[src/verilog/cpu_pkg.sv]
package cpu_pkg;

    localparam int XLEN = 32;

    typedef logic [XLEN-1:0] word_t;
    typedef logic [4:0]      reg_addr_t;

    // Major opcodes of the supported subset
    typedef enum logic [6:0] {
        OPC_LUI    = 7'b0110111,
        OPC_JAL    = 7'b1101111,
        OPC_BRANCH = 7'b1100011,
        OPC_LOAD   = 7'b0000011,
        OPC_STORE  = 7'b0100011,
        OPC_IMM    = 7'b0010011,
        OPC_REG    = 7'b0110011
    } opcode_t;

    typedef enum logic [3:0] {
        ALU_ADD,
        ALU_SUB,
        ALU_AND,
        ALU_OR,
        ALU_XOR,
        ALU_SLT,
        ALU_SLL,
        ALU_SRL,
        ALU_PASS_B   // LUI
    } alu_op_t;

    typedef enum logic [1:0] {
        FWD_REG,
        FWD_MEM,
        FWD_WB
    } fwd_sel_t;

    localparam word_t NOP_INSTR = 32'h0000_0013;   // addi x0, x0, 0

endpackage
[src/verilog/pipe_if.sv]
`timescale 1ns/100ps

interface id_ex_if import cpu_pkg::*; ();
    logic      valid;
    word_t     pc;
    reg_addr_t rs1_addr;
    reg_addr_t rs2_addr;
    word_t     rs1_val;
    word_t     rs2_val;
    word_t     imm;
    reg_addr_t rd_addr;
    logic      rd_we;
    alu_op_t   alu_op;
    opcode_t   opcode;
    logic      funct3_lsb;   // BNE when set
    logic      use_imm;
    logic      mem_re;
    logic      mem_we;

    modport producer (output valid, pc, rs1_addr, rs2_addr, rs1_val, rs2_val, imm, rd_addr,
                      rd_we, alu_op, opcode, funct3_lsb, use_imm, mem_re, mem_we);
    modport consumer (input valid, pc, rs1_addr, rs2_addr, rs1_val, rs2_val, imm, rd_addr,
                      rd_we, alu_op, opcode, funct3_lsb, use_imm, mem_re, mem_we);
endinterface

interface ex_mem_if import cpu_pkg::*; ();
    logic      valid;
    reg_addr_t rd_addr;
    logic      rd_we;
    word_t     result;       // ALU result, also the memory address
    word_t     store_data;
    logic      mem_re;
    logic      mem_we;

    modport producer (output valid, rd_addr, rd_we, result, store_data, mem_re, mem_we);
    modport consumer (input valid, rd_addr, rd_we, result, store_data, mem_re, mem_we);
endinterface

[src/verilog/riscv_core.sv]
`timescale 1ns/100ps

module riscv_core import cpu_pkg::*; #(
    parameter word_t RESET_PC = '0
) (
    input  logic  clk,
    input  logic  rst_n,
    input  word_t instr,
    input  word_t mem_rdata,
    output word_t pc,
    output word_t mem_addr,
    output word_t mem_wdata,
    output logic  mem_we,
    output logic  mem_re
);
    word_t     if_instr;
    word_t     if_pc;
    logic      if_valid;
    logic      stall;
    logic      redirect;
    word_t     redirect_pc;
    reg_addr_t rs1_addr;
    reg_addr_t rs2_addr;
    word_t     rs1_val;
    word_t     rs2_val;
    logic      wb_we;
    reg_addr_t wb_rd;
    word_t     wb_value;

    id_ex_if  id_ex ();
    ex_mem_if ex_mem ();

    fetch_stage #(.RESET_PC(RESET_PC)) u_fetch (
        .clk         (clk),
        .rst_n       (rst_n),
        .instr       (instr),
        .stall       (stall),
        .redirect    (redirect),
        .redirect_pc (redirect_pc),
        .pc          (pc),
        .if_instr    (if_instr),
        .if_pc       (if_pc),
        .if_valid    (if_valid)
    );

    decode_stage u_decode (
        .clk      (clk),
        .rst_n    (rst_n),
        .if_instr (if_instr),
        .if_pc    (if_pc),
        .if_valid (if_valid),
        .redirect (redirect),
        .rs1_val  (rs1_val),
        .rs2_val  (rs2_val),
        .rs1_addr (rs1_addr),
        .rs2_addr (rs2_addr),
        .stall    (stall),
        .id_ex    (id_ex.producer)
    );

    register_file u_regs (
        .clk      (clk),
        .rs1_addr (rs1_addr),
        .rs2_addr (rs2_addr),
        .wb_we    (wb_we),
        .wb_rd    (wb_rd),
        .wb_value (wb_value),
        .rs1_val  (rs1_val),
        .rs2_val  (rs2_val)
    );

    execute_stage u_execute (
        .clk         (clk),
        .rst_n       (rst_n),
        .wb_we       (wb_we),
        .wb_rd       (wb_rd),
        .wb_value    (wb_value),
        .id_ex       (id_ex.consumer),
        .ex_mem      (ex_mem.producer),
        .redirect    (redirect),
        .redirect_pc (redirect_pc)
    );

    mem_wb_stage u_mem_wb (
        .clk       (clk),
        .rst_n     (rst_n),
        .mem_rdata (mem_rdata),
        .ex_mem    (ex_mem.consumer),
        .mem_addr  (mem_addr),
        .mem_wdata (mem_wdata),
        .mem_we    (mem_we),
        .mem_re    (mem_re),
        .wb_we     (wb_we),
        .wb_rd     (wb_rd),
        .wb_value  (wb_value)
    );

endmodule

[src/verilog/mem_wb_stage.sv]
`timescale 1ns/100ps

module mem_wb_stage import cpu_pkg::*; (
    input  logic      clk,
    input  logic      rst_n,
    input  word_t     mem_rdata,
    ex_mem_if.consumer ex_mem,
    output word_t     mem_addr,
    output word_t     mem_wdata,
    output logic      mem_we,
    output logic      mem_re,
    output logic      wb_we,
    output reg_addr_t wb_rd,
    output word_t     wb_value
);
    logic wb_we_q;

    assign mem_addr  = ex_mem.result;
    assign mem_wdata = ex_mem.store_data;
    assign mem_we    = ex_mem.valid && ex_mem.mem_we;   // One cycle per access
    assign mem_re    = ex_mem.valid && ex_mem.mem_re;

    always_ff @(posedge clk or negedge rst_n) begin
        if (!rst_n)
            wb_we_q <= 1'b0;
        else
            wb_we_q <= ex_mem.valid && ex_mem.rd_we;
    end

    always_ff @(posedge clk) begin
        wb_rd    <= ex_mem.rd_addr;
        wb_value <= ex_mem.mem_re ? mem_rdata : ex_mem.result;
    end

    assign wb_we = wb_we_q && wb_rd != '0;   // Never write x0

endmodule

[src/verilog/execute_stage.sv]
`timescale 1ns/100ps

module execute_stage import cpu_pkg::*; (
    input  logic       clk,
    input  logic       rst_n,
    input  logic       wb_we,
    input  reg_addr_t  wb_rd,
    input  word_t      wb_value,
    id_ex_if.consumer  id_ex,
    ex_mem_if.producer ex_mem,
    output logic       redirect,
    output word_t      redirect_pc
);
    fwd_sel_t fwd_a;
    fwd_sel_t fwd_b;
    word_t    op_a;
    word_t    op_b_reg;
    word_t    op_b;
    word_t    alu_out;
    word_t    result;
    logic     taken;

    // Memory stage is younger, so it has priority
    function automatic fwd_sel_t fwd_pick(reg_addr_t rs);
        fwd_sel_t sel;
        sel = FWD_REG;
        if (rs != '0) begin
            if (ex_mem.valid && ex_mem.rd_we && ex_mem.rd_addr == rs)
                sel = FWD_MEM;
            else if (wb_we && wb_rd == rs)
                sel = FWD_WB;
        end
        return sel;
    endfunction

    function automatic word_t fwd_mux(fwd_sel_t sel, word_t reg_val);
        case (sel)
            FWD_MEM: return ex_mem.result;
            FWD_WB:  return wb_value;
            default: return reg_val;
        endcase
    endfunction

    assign fwd_a    = fwd_pick(id_ex.rs1_addr);
    assign fwd_b    = fwd_pick(id_ex.rs2_addr);
    assign op_a     = fwd_mux(fwd_a, id_ex.rs1_val);
    assign op_b_reg = fwd_mux(fwd_b, id_ex.rs2_val);
    assign op_b     = id_ex.use_imm ? id_ex.imm : op_b_reg;

    always_comb begin
        case (id_ex.alu_op)
            ALU_ADD:    alu_out = op_a + op_b;
            ALU_SUB:    alu_out = op_a - op_b;
            ALU_AND:    alu_out = op_a & op_b;
            ALU_OR:     alu_out = op_a | op_b;
            ALU_XOR:    alu_out = op_a ^ op_b;
            ALU_SLT:    alu_out = {{(XLEN-1){1'b0}}, $signed(op_a) < $signed(op_b)};
            ALU_SLL:    alu_out = op_a << op_b[4:0];
            ALU_SRL:    alu_out = op_a >> op_b[4:0];
            ALU_PASS_B: alu_out = op_b;
            default:    alu_out = op_a + op_b;
        endcase
    end

    assign result = (id_ex.opcode == OPC_JAL) ? id_ex.pc + 32'd4 : alu_out;   // Link value

    // funct3 bit 0 turns BEQ into BNE
    assign taken       = (op_a == op_b_reg) ^ id_ex.funct3_lsb;
    assign redirect    = id_ex.valid &&
                         (id_ex.opcode == OPC_JAL || (id_ex.opcode == OPC_BRANCH && taken));
    assign redirect_pc = id_ex.pc + id_ex.imm;

    always_ff @(posedge clk or negedge rst_n) begin
        if (!rst_n) begin
            ex_mem.valid  <= 1'b0;
            ex_mem.rd_we  <= 1'b0;
            ex_mem.mem_re <= 1'b0;
            ex_mem.mem_we <= 1'b0;
        end else begin
            ex_mem.valid  <= id_ex.valid;
            ex_mem.rd_we  <= id_ex.rd_we;
            ex_mem.mem_re <= id_ex.mem_re;
            ex_mem.mem_we <= id_ex.mem_we;
        end
    end

    always_ff @(posedge clk) begin
        ex_mem.rd_addr    <= id_ex.rd_addr;
        ex_mem.result     <= result;
        ex_mem.store_data <= op_b_reg;
    end

endmodule

[src/verilog/decode_stage.sv]
`timescale 1ns/100ps

module decode_stage import cpu_pkg::*; (
    input  logic      clk,
    input  logic      rst_n,
    input  word_t     if_instr,
    input  word_t     if_pc,
    input  logic      if_valid,
    input  logic      redirect,
    input  word_t     rs1_val,
    input  word_t     rs2_val,
    output reg_addr_t rs1_addr,
    output reg_addr_t rs2_addr,
    output logic      stall,
    id_ex_if.producer id_ex
);
    logic [2:0] funct3;
    logic [6:0] funct7;
    word_t      imm;
    opcode_t    dec_opc;
    alu_op_t    dec_alu;
    logic       legal;
    logic       rd_we;
    logic       use_imm;
    logic       uses_rs1;
    logic       uses_rs2;
    logic       is_load;
    logic       is_store;

    assign rs1_addr = if_instr[19:15];
    assign rs2_addr = if_instr[24:20];
    assign funct3   = if_instr[14:12];
    assign funct7   = if_instr[31:25];

    always_comb begin
        legal    = 1'b0;
        dec_opc  = OPC_IMM;
        dec_alu  = ALU_ADD;
        imm      = {{20{if_instr[31]}}, if_instr[31:20]};   // I-type
        rd_we    = 1'b0;
        use_imm  = 1'b0;
        uses_rs1 = 1'b0;
        uses_rs2 = 1'b0;
        is_load  = 1'b0;
        is_store = 1'b0;
        case (if_instr[6:0])
            OPC_LUI: begin
                legal   = 1'b1;
                dec_opc = OPC_LUI;
                dec_alu = ALU_PASS_B;
                imm     = {if_instr[31:12], 12'b0};
                rd_we   = 1'b1;
                use_imm = 1'b1;
            end
            OPC_JAL: begin
                legal   = 1'b1;
                dec_opc = OPC_JAL;
                imm     = {{11{if_instr[31]}}, if_instr[31], if_instr[19:12], if_instr[20],
                           if_instr[30:21], 1'b0};
                rd_we   = 1'b1;
            end
            OPC_BRANCH: begin
                legal    = (funct3 == 3'b000) || (funct3 == 3'b001);
                dec_opc  = OPC_BRANCH;
                dec_alu  = ALU_SUB;
                imm      = {{19{if_instr[31]}}, if_instr[31], if_instr[7], if_instr[30:25],
                            if_instr[11:8], 1'b0};
                uses_rs1 = 1'b1;
                uses_rs2 = 1'b1;
            end
            OPC_LOAD: begin
                legal    = (funct3 == 3'b010);   // LW only
                dec_opc  = OPC_LOAD;
                rd_we    = 1'b1;
                use_imm  = 1'b1;
                uses_rs1 = 1'b1;
                is_load  = 1'b1;
            end
            OPC_STORE: begin
                legal    = (funct3 == 3'b010);
                dec_opc  = OPC_STORE;
                imm      = {{20{if_instr[31]}}, if_instr[31:25], if_instr[11:7]};
                use_imm  = 1'b1;
                uses_rs1 = 1'b1;
                uses_rs2 = 1'b1;
                is_store = 1'b1;
            end
            OPC_IMM: begin
                legal    = (funct3 == 3'b000);   // ADDI
                rd_we    = 1'b1;
                use_imm  = 1'b1;
                uses_rs1 = 1'b1;
            end
            OPC_REG: begin
                legal    = 1'b1;
                dec_opc  = OPC_REG;
                rd_we    = 1'b1;
                uses_rs1 = 1'b1;
                uses_rs2 = 1'b1;
                case ({funct7, funct3})
                    {7'h00, 3'b000}: dec_alu = ALU_ADD;
                    {7'h20, 3'b000}: dec_alu = ALU_SUB;
                    {7'h00, 3'b111}: dec_alu = ALU_AND;
                    {7'h00, 3'b110}: dec_alu = ALU_OR;
                    {7'h00, 3'b100}: dec_alu = ALU_XOR;
                    {7'h00, 3'b010}: dec_alu = ALU_SLT;
                    {7'h00, 3'b001}: dec_alu = ALU_SLL;
                    {7'h00, 3'b101}: dec_alu = ALU_SRL;
                    default:         legal   = 1'b0;
                endcase
            end
            default: legal = 1'b0;
        endcase
    end

    // Load sitting in execute feeds a source of this instruction
    assign stall = if_valid && id_ex.valid && id_ex.mem_re && id_ex.rd_addr != '0 &&
                   ((uses_rs1 && id_ex.rd_addr == rs1_addr) ||
                    (uses_rs2 && id_ex.rd_addr == rs2_addr));

    always_ff @(posedge clk or negedge rst_n) begin
        if (!rst_n) begin
            id_ex.valid  <= 1'b0;
            id_ex.rd_we  <= 1'b0;
            id_ex.mem_re <= 1'b0;
            id_ex.mem_we <= 1'b0;
        end else if (redirect || stall) begin   // Bubble
            id_ex.valid  <= 1'b0;
            id_ex.rd_we  <= 1'b0;
            id_ex.mem_re <= 1'b0;
            id_ex.mem_we <= 1'b0;
        end else begin
            id_ex.valid  <= if_valid && legal;
            id_ex.rd_we  <= rd_we;
            id_ex.mem_re <= is_load;
            id_ex.mem_we <= is_store;
        end
    end

    always_ff @(posedge clk) begin
        id_ex.pc         <= if_pc;
        id_ex.rs1_addr   <= rs1_addr;
        id_ex.rs2_addr   <= rs2_addr;
        id_ex.rs1_val    <= rs1_val;
        id_ex.rs2_val    <= rs2_val;
        id_ex.imm        <= imm;
        id_ex.rd_addr    <= if_instr[11:7];
        id_ex.alu_op     <= dec_alu;
        id_ex.opcode     <= dec_opc;
        id_ex.funct3_lsb <= funct3[0];
        id_ex.use_imm    <= use_imm;
    end

endmodule

[src/verilog/fetch_stage.sv]
`timescale 1ns/100ps

module fetch_stage import cpu_pkg::*; #(
    parameter word_t RESET_PC = '0
) (
    input  logic  clk,
    input  logic  rst_n,
    input  word_t instr,
    input  logic  stall,
    input  logic  redirect,
    input  word_t redirect_pc,
    output word_t pc,
    output word_t if_instr,
    output word_t if_pc,
    output logic  if_valid
);

    always_ff @(posedge clk or negedge rst_n) begin
        if (!rst_n)
            pc <= RESET_PC;
        else if (redirect)        // Redirect wins over stall
            pc <= redirect_pc;
        else if (!stall)
            pc <= pc + 32'd4;
    end

    always_ff @(posedge clk or negedge rst_n) begin
        if (!rst_n)
            if_valid <= 1'b0;
        else if (redirect)
            if_valid <= 1'b0;
        else if (!stall)
            if_valid <= 1'b1;
    end

    always_ff @(posedge clk) begin
        if (redirect) begin
            if_instr <= NOP_INSTR;
        end else if (!stall) begin
            if_instr <= instr;
            if_pc    <= pc;
        end
    end

endmodule

[src/verilog/register_file.sv]
`timescale 1ns/100ps

module register_file import cpu_pkg::*; (
    input  logic      clk,
    input  reg_addr_t rs1_addr,
    input  reg_addr_t rs2_addr,
    input  logic      wb_we,
    input  reg_addr_t wb_rd,
    input  word_t     wb_value,
    output word_t     rs1_val,
    output word_t     rs2_val
);
    word_t regs [1:31];   // x0 is not stored

    always_ff @(posedge clk) begin
        if (wb_we && wb_rd != '0)
            regs[wb_rd] <= wb_value;
    end

    // Write in the same cycle is seen by the read
    function automatic word_t read_port(reg_addr_t addr);
        if (addr == '0)
            return '0;
        if (wb_we && wb_rd == addr)
            return wb_value;
        return regs[addr];
    endfunction

    assign rs1_val = read_port(rs1_addr);
    assign rs2_val = read_port(rs2_addr);

endmodule

[config.mk]
export PLATFORM = sky130hd
export DESIGN_NAME = riscv_core
export DESIGN_NICKNAME = d
export VERILOG_FILES = /design/src/verilog/cpu_pkg.sv /design/src/verilog/pipe_if.sv /design/src/verilog/riscv_core.sv /design/src/verilog/mem_wb_stage.sv /design/src/verilog/execute_stage.sv /design/src/verilog/decode_stage.sv /design/src/verilog/fetch_stage.sv /design/src/verilog/register_file.sv
export SDC_FILE = /design/constraint.sdc
export NUM_CORES = 2
export LEC_CHECK = 0
export ABC_AREA = 0
export BUFFER_PORTS_ARGS = -buffer_cell sky130_fd_sc_hd__buf_4
export CAP_MARGIN = 40
export CORE_MARGIN = 3
export CORE_UTILIZATION = 45
export CTS_BUF_LIST = sky130_fd_sc_hd__clkbuf_2 sky130_fd_sc_hd__clkbuf_4 sky130_fd_sc_hd__clkbuf_8
export DETAILED_ROUTE_END_ITERATION = 6
export GPL_TIMING_DRIVEN = 1
export PLACE_DENSITY_LB_ADDON = 0.05
export SLEW_MARGIN = 20
export SYNTH_ARGS = -nofsm -noshare
export SYNTH_HDL_FRONTEND = slang
export SYNTH_SLANG_ARGS = --single-unit
export TNS_END_PERCENT = 30
[constraint.sdc]
create_clock -name clk -period 9.37 [get_ports clk]
set_clock_uncertainty 0.2 [all_clocks]
set_input_delay 0.937 -clock clk [delete_from_list [all_inputs] [get_ports clk]]
set_output_delay 0.937 -clock clk [all_outputs]
set_load 0.05 [all_outputs]
==> results.py <==
metrics = {
    "outcome": {
        "outcome": "finished with violations",
        "violations": "design-rule violations",
    },
    "finish": {
        "final_cell_area_mm2": 0.08062,
        "seq_area_mm2": 0.03789,
        "area_growth_syn_to_layout_pct": 13.89,
        "fill_cells": 13080,
        "nets": 5553,
        "drive_above_1_share_pct": 25.85,
        "multiInputGateArea_mm2": 0.03126,
    },
    "clock_tree": {
        "cts_root_buf": "clkbuf_8",
        "clockBufferDepth": 3,
        "clock_latency_ps": 990,
        "htree_levels": 4,
        "cts_setup_buffers": 0,
        "cts_tree": "yes",
        "cts_made_buffers": 233,
        "clock_sinks": 1368,
        "clk_pin_slew_worst_paths_ps": 60,
    },
    "synthesis": {
        "syn-num-nets": 5309,
        "synth.area.top_cells": "edfxtp_1, mux4_2, dfxtp_1, mux2i_1, ha_1",
        "synthTopCellsByCount": "edfxtp_1, mux4_2, nor2_1, dfxtp_1, clkbuf_1",
        "synth-simple-area-share_pct": 6.925,
        "async_flop_share_pct": 3.070,
        "synth_top_family_by_area": "multiplexers",
        "yosysTopAreaCellShare_pct": 43.44,
        "post_synth_mux_area_share_pct": 21.80,
        "ys_seq_area_share_pct": 53.46,
        "synth_flop_cell": "edfxtp_1",
        "synth-edff-count": 1024,
        "ys.warnings.count": 0,
        "yosysTopAreaCell": "edfxtp_1",
        "syn_area_mm2": 0.07079,
        "synthCells": 5107,
        "avgSynthCellArea_um2": 13.86,
        "synth_xor_area_share_pct": 1.398,
        "ys_seq_elements": 1368,
        "synthAdderAreaFrac_pct": 2.439,
        "synth_compound_area_share_pct": 11.11,
        "ys_types": 92,
        "synth.most_common_cell": "edfxtp_1",
    },
    "detailed_routing": {
        "drc": 4,
        "drt_iter0_markers": 5339,
        "drtAntennaViolNets": 0,
        "dr_total_vias": 49580,
        "drtPass1Iterations": 7,
        "wl_per_cell_um": 34.15,
        "routed_wl_mm": 259.1,
        "via_per_inst": 6.533,
    },
    "placement": {
        "post-place-ws_ps": 2113,
        "dp_hpwl_mm": 169.6,
        "dpl_cell_area_mm2": 0.07509,
        "numPortBuffers": 163,
        "place.gp.congestion": 1.015,
    },
    "min_path": {
        "hp-start": "mem_rdata[23]",
        "min_to": "u_mem_wb.wb_value[23]",
        "hp-class": "in2reg",
        "hold_depth": 2,
    },
    "power": {
        "seq_power_share_pct": 45.1,
        "p_clk_share_pct": 33.4,
        "p_per_area_mw_per_mm2": 211.5,
        "switching_share_pct": 32.44,
        "ir_worst_vdd_mv": 0.1364,
        "cell_internal_pwr_mw": 11.52,
        "pwr-share-comb_pct": 21.5,
        "p_leak_nw": 28.53,
        "finalPower_mw": 17.05,
        "p_switching_mw": 5.531,
    },
    "critical_path": {
        "worstPathArrival_ps": 7810,
        "crit_type": "reg2reg",
        "crit_required_ps": 9980,
        "r2r_start": "u_mem_wb.wb_rd[1]",
        "start_kind": "register",
        "r2r_setup_slack_ps": 2170,
        "cp_max_fo": 34,
        "rr_endpoint": "u_execute.ex_mem.result[31]",
        "endpoint_kind": "register",
        "reg2regPathDepth": 19,
    },
    "sta": {
        "timing.hold.ws_ps": 95.35,
        "rsz0062_at_grt": "no",
        "maxSlewViolCount": 0,
        "max_freq_ghz": 0.1388,
        "setup_viol": 0,
        "period_share_pct": 76.87,
        "fin_tns_setup_ps": 0,
        "slew_headroom_pct": 27.00,
        "tightest_slew_ps": 1095,
        "fin_ws_ps": 2168,
        "layout_min_cycle_time_ps": 7202,
        "hold_viol_final": 0,
    },
    "floorplan": {
        "die_w_um": 402.6,
        "core.rowCount": 144,
        "die_area_mm2": 0.1621,
        "die_h_um": 402.6,
        "coreArea_mm2": 0.1551,
        "start_util_pct": 45.63,
        "io_pins": 164,
    },
    "global_routing": {
        "grt_start_max_net_pins": 124,
        "antenna_found_initial": 8,
        "overflow": 0,
        "grtUsageTotal_pct": 31.60,
        "grt_pass1_wl_mm": 366.7,
        "grt_pass1_vias": 48880,
    },
    "job": {
        "cap_viol_max_count": 0,
    },
}
-- worst max-delay path by stage --
stage / start / end / slack, ps
after floorplan: u_mem_wb.wb_rd[1] / u_execute.ex_mem.result[30] / 3170
after global placement: u_mem_wb.wb_rd[1] / u_execute.ex_mem.result[31] / 1960
after detailed placement: u_mem_wb.wb_rd[1] / u_execute.ex_mem.result[31] / 2110
after CTS: u_mem_wb.wb_rd[1] / u_execute.ex_mem.result[31] / 2040
after global routing: u_mem_wb.wb_rd[1] / u_execute.ex_mem.result[31] / 1760
final: u_mem_wb.wb_rd[1] / u_execute.ex_mem.result[31] / 2170
-- cell families (layout without fill, tap and decap cells) --
group / Yosys count / after routing
DFF: 1368 / 1368
AOI/OAI and AO/OA: 1102 / 1102
and+or+nand+nor: 1036 / 1036
muxes: 847 / 847
buffers and inverters: 504 / 936
adders and majority gates: 137 / 137
xor gates and xnor gates: 113 / 113
other: 0 / 6
-- power groups by stage --
stage	clock network [mW]	registers, mW	logic (mW)
after floorplan	0	8.13	1.58
after CTS	5.82	7.67	3.60
after detailed placement	0	7.79	3.58
final	5.69	7.69	3.67
after global routing	6.10	7.68	3.87
after global placement	0	7.81	3.56
-- layout by cell type (no fill, tap or decap), types with 28 or more instances in the layout --
cell type	instances
nor3_1	54
nor2b_1	54
ha_1	131
inv_1	117
and2_1	46
dfrtp_1	41
nand3_1	73
dfxtp_1	290
xnor2_1	71
a21o_1	55
edfxtp_1	1024
buf_4	306
mux4_2	549
a22oi_1	33
clkbuf_4	89
dlygate4sd3_1	49
a21oi_1	223
mux2_2	57
a211oi_1	203
a221o_1	38
nor2_4	33
and3_1	28
a221oi_1	44
o21ai_0	122
mux2i_1	236
o22ai_1	35
clkinv_1	43
clkbuf_8	247
xor2_1	40
o211ai_1	63
nand2b_1	54
a22o_1	38
nor2_1	357
nand2_1	217
-- metal layers --
layer / global-route usage, % / vias up / part of all wire, %
met1: 42.70 / 25820 / 41
met5: 0 / - / 0
met3: 5.299 / 489 / 7.2
met2: 49.87 / 2308 / 46
li1: - / 20970 / -
met4: 15.36 / 0 / 5.4
-- worst max-delay path: stages (launching register included) --
cell	delay [ps]
dfxtp_1	560
or2_2	450
o41ai_1	170
or4_1	650
ha_2	510
buf_12	240
nor2b_1	320
nor3_1	170
a21oi_1	730
ha_1	500
nor2_1	300
nand3b_1	110
o21ai_1	350
o311ai_0	220
and3_1	280
a21oi_1	620
a41oi_1	290
mux2i_1	180
nand2_1	80
nand4_1	80
-- flip-flops by register name, indices dropped and copies added (netlist names), 32 cells and up, named ones only --
register,count
u_decode.id_ex.rs1_val,32
u_execute.ex_mem.result,32
u_execute.ex_mem.store_data,32
u_decode.id_ex.rs2_val,32
u_decode.id_ex.imm,32
u_regs.regs,992
u_fetch.if_pc,32
u_decode.id_ex.pc,32
u_fetch.if_instr,32
u_fetch.pc,32
u_mem_wb.wb_value,32
-- repair_timing --
item / in CTS / in global routing
endpoints found under the hold margin: 99 / 0
hold buffers: 49 / 0
gates resized for setup: 0 / 0
-- stage by stage --
stage          utilization [%]  std cells
2_1_floorplan                -       5107
3_3_place_gp             48.06       7077
3_5_place_dp             48.41       7103
4_1_cts                  51.90       7575
5_1_grt                  51.97       7585
6_report                 51.97       7589
-- cell type report --
cell class	instances	share of cell area (%)
diodes	6	0.01862
clock buffers	335	5.036
clock inverters	88	1.074
inverters	123	0.5789
multi-input cells	3235	38.77
flip-flops and latches	1368	46.99
well taps	2044	3.172
repair buffers	390	4.362
Note: power is estimated with default switching activity, not from simulation.
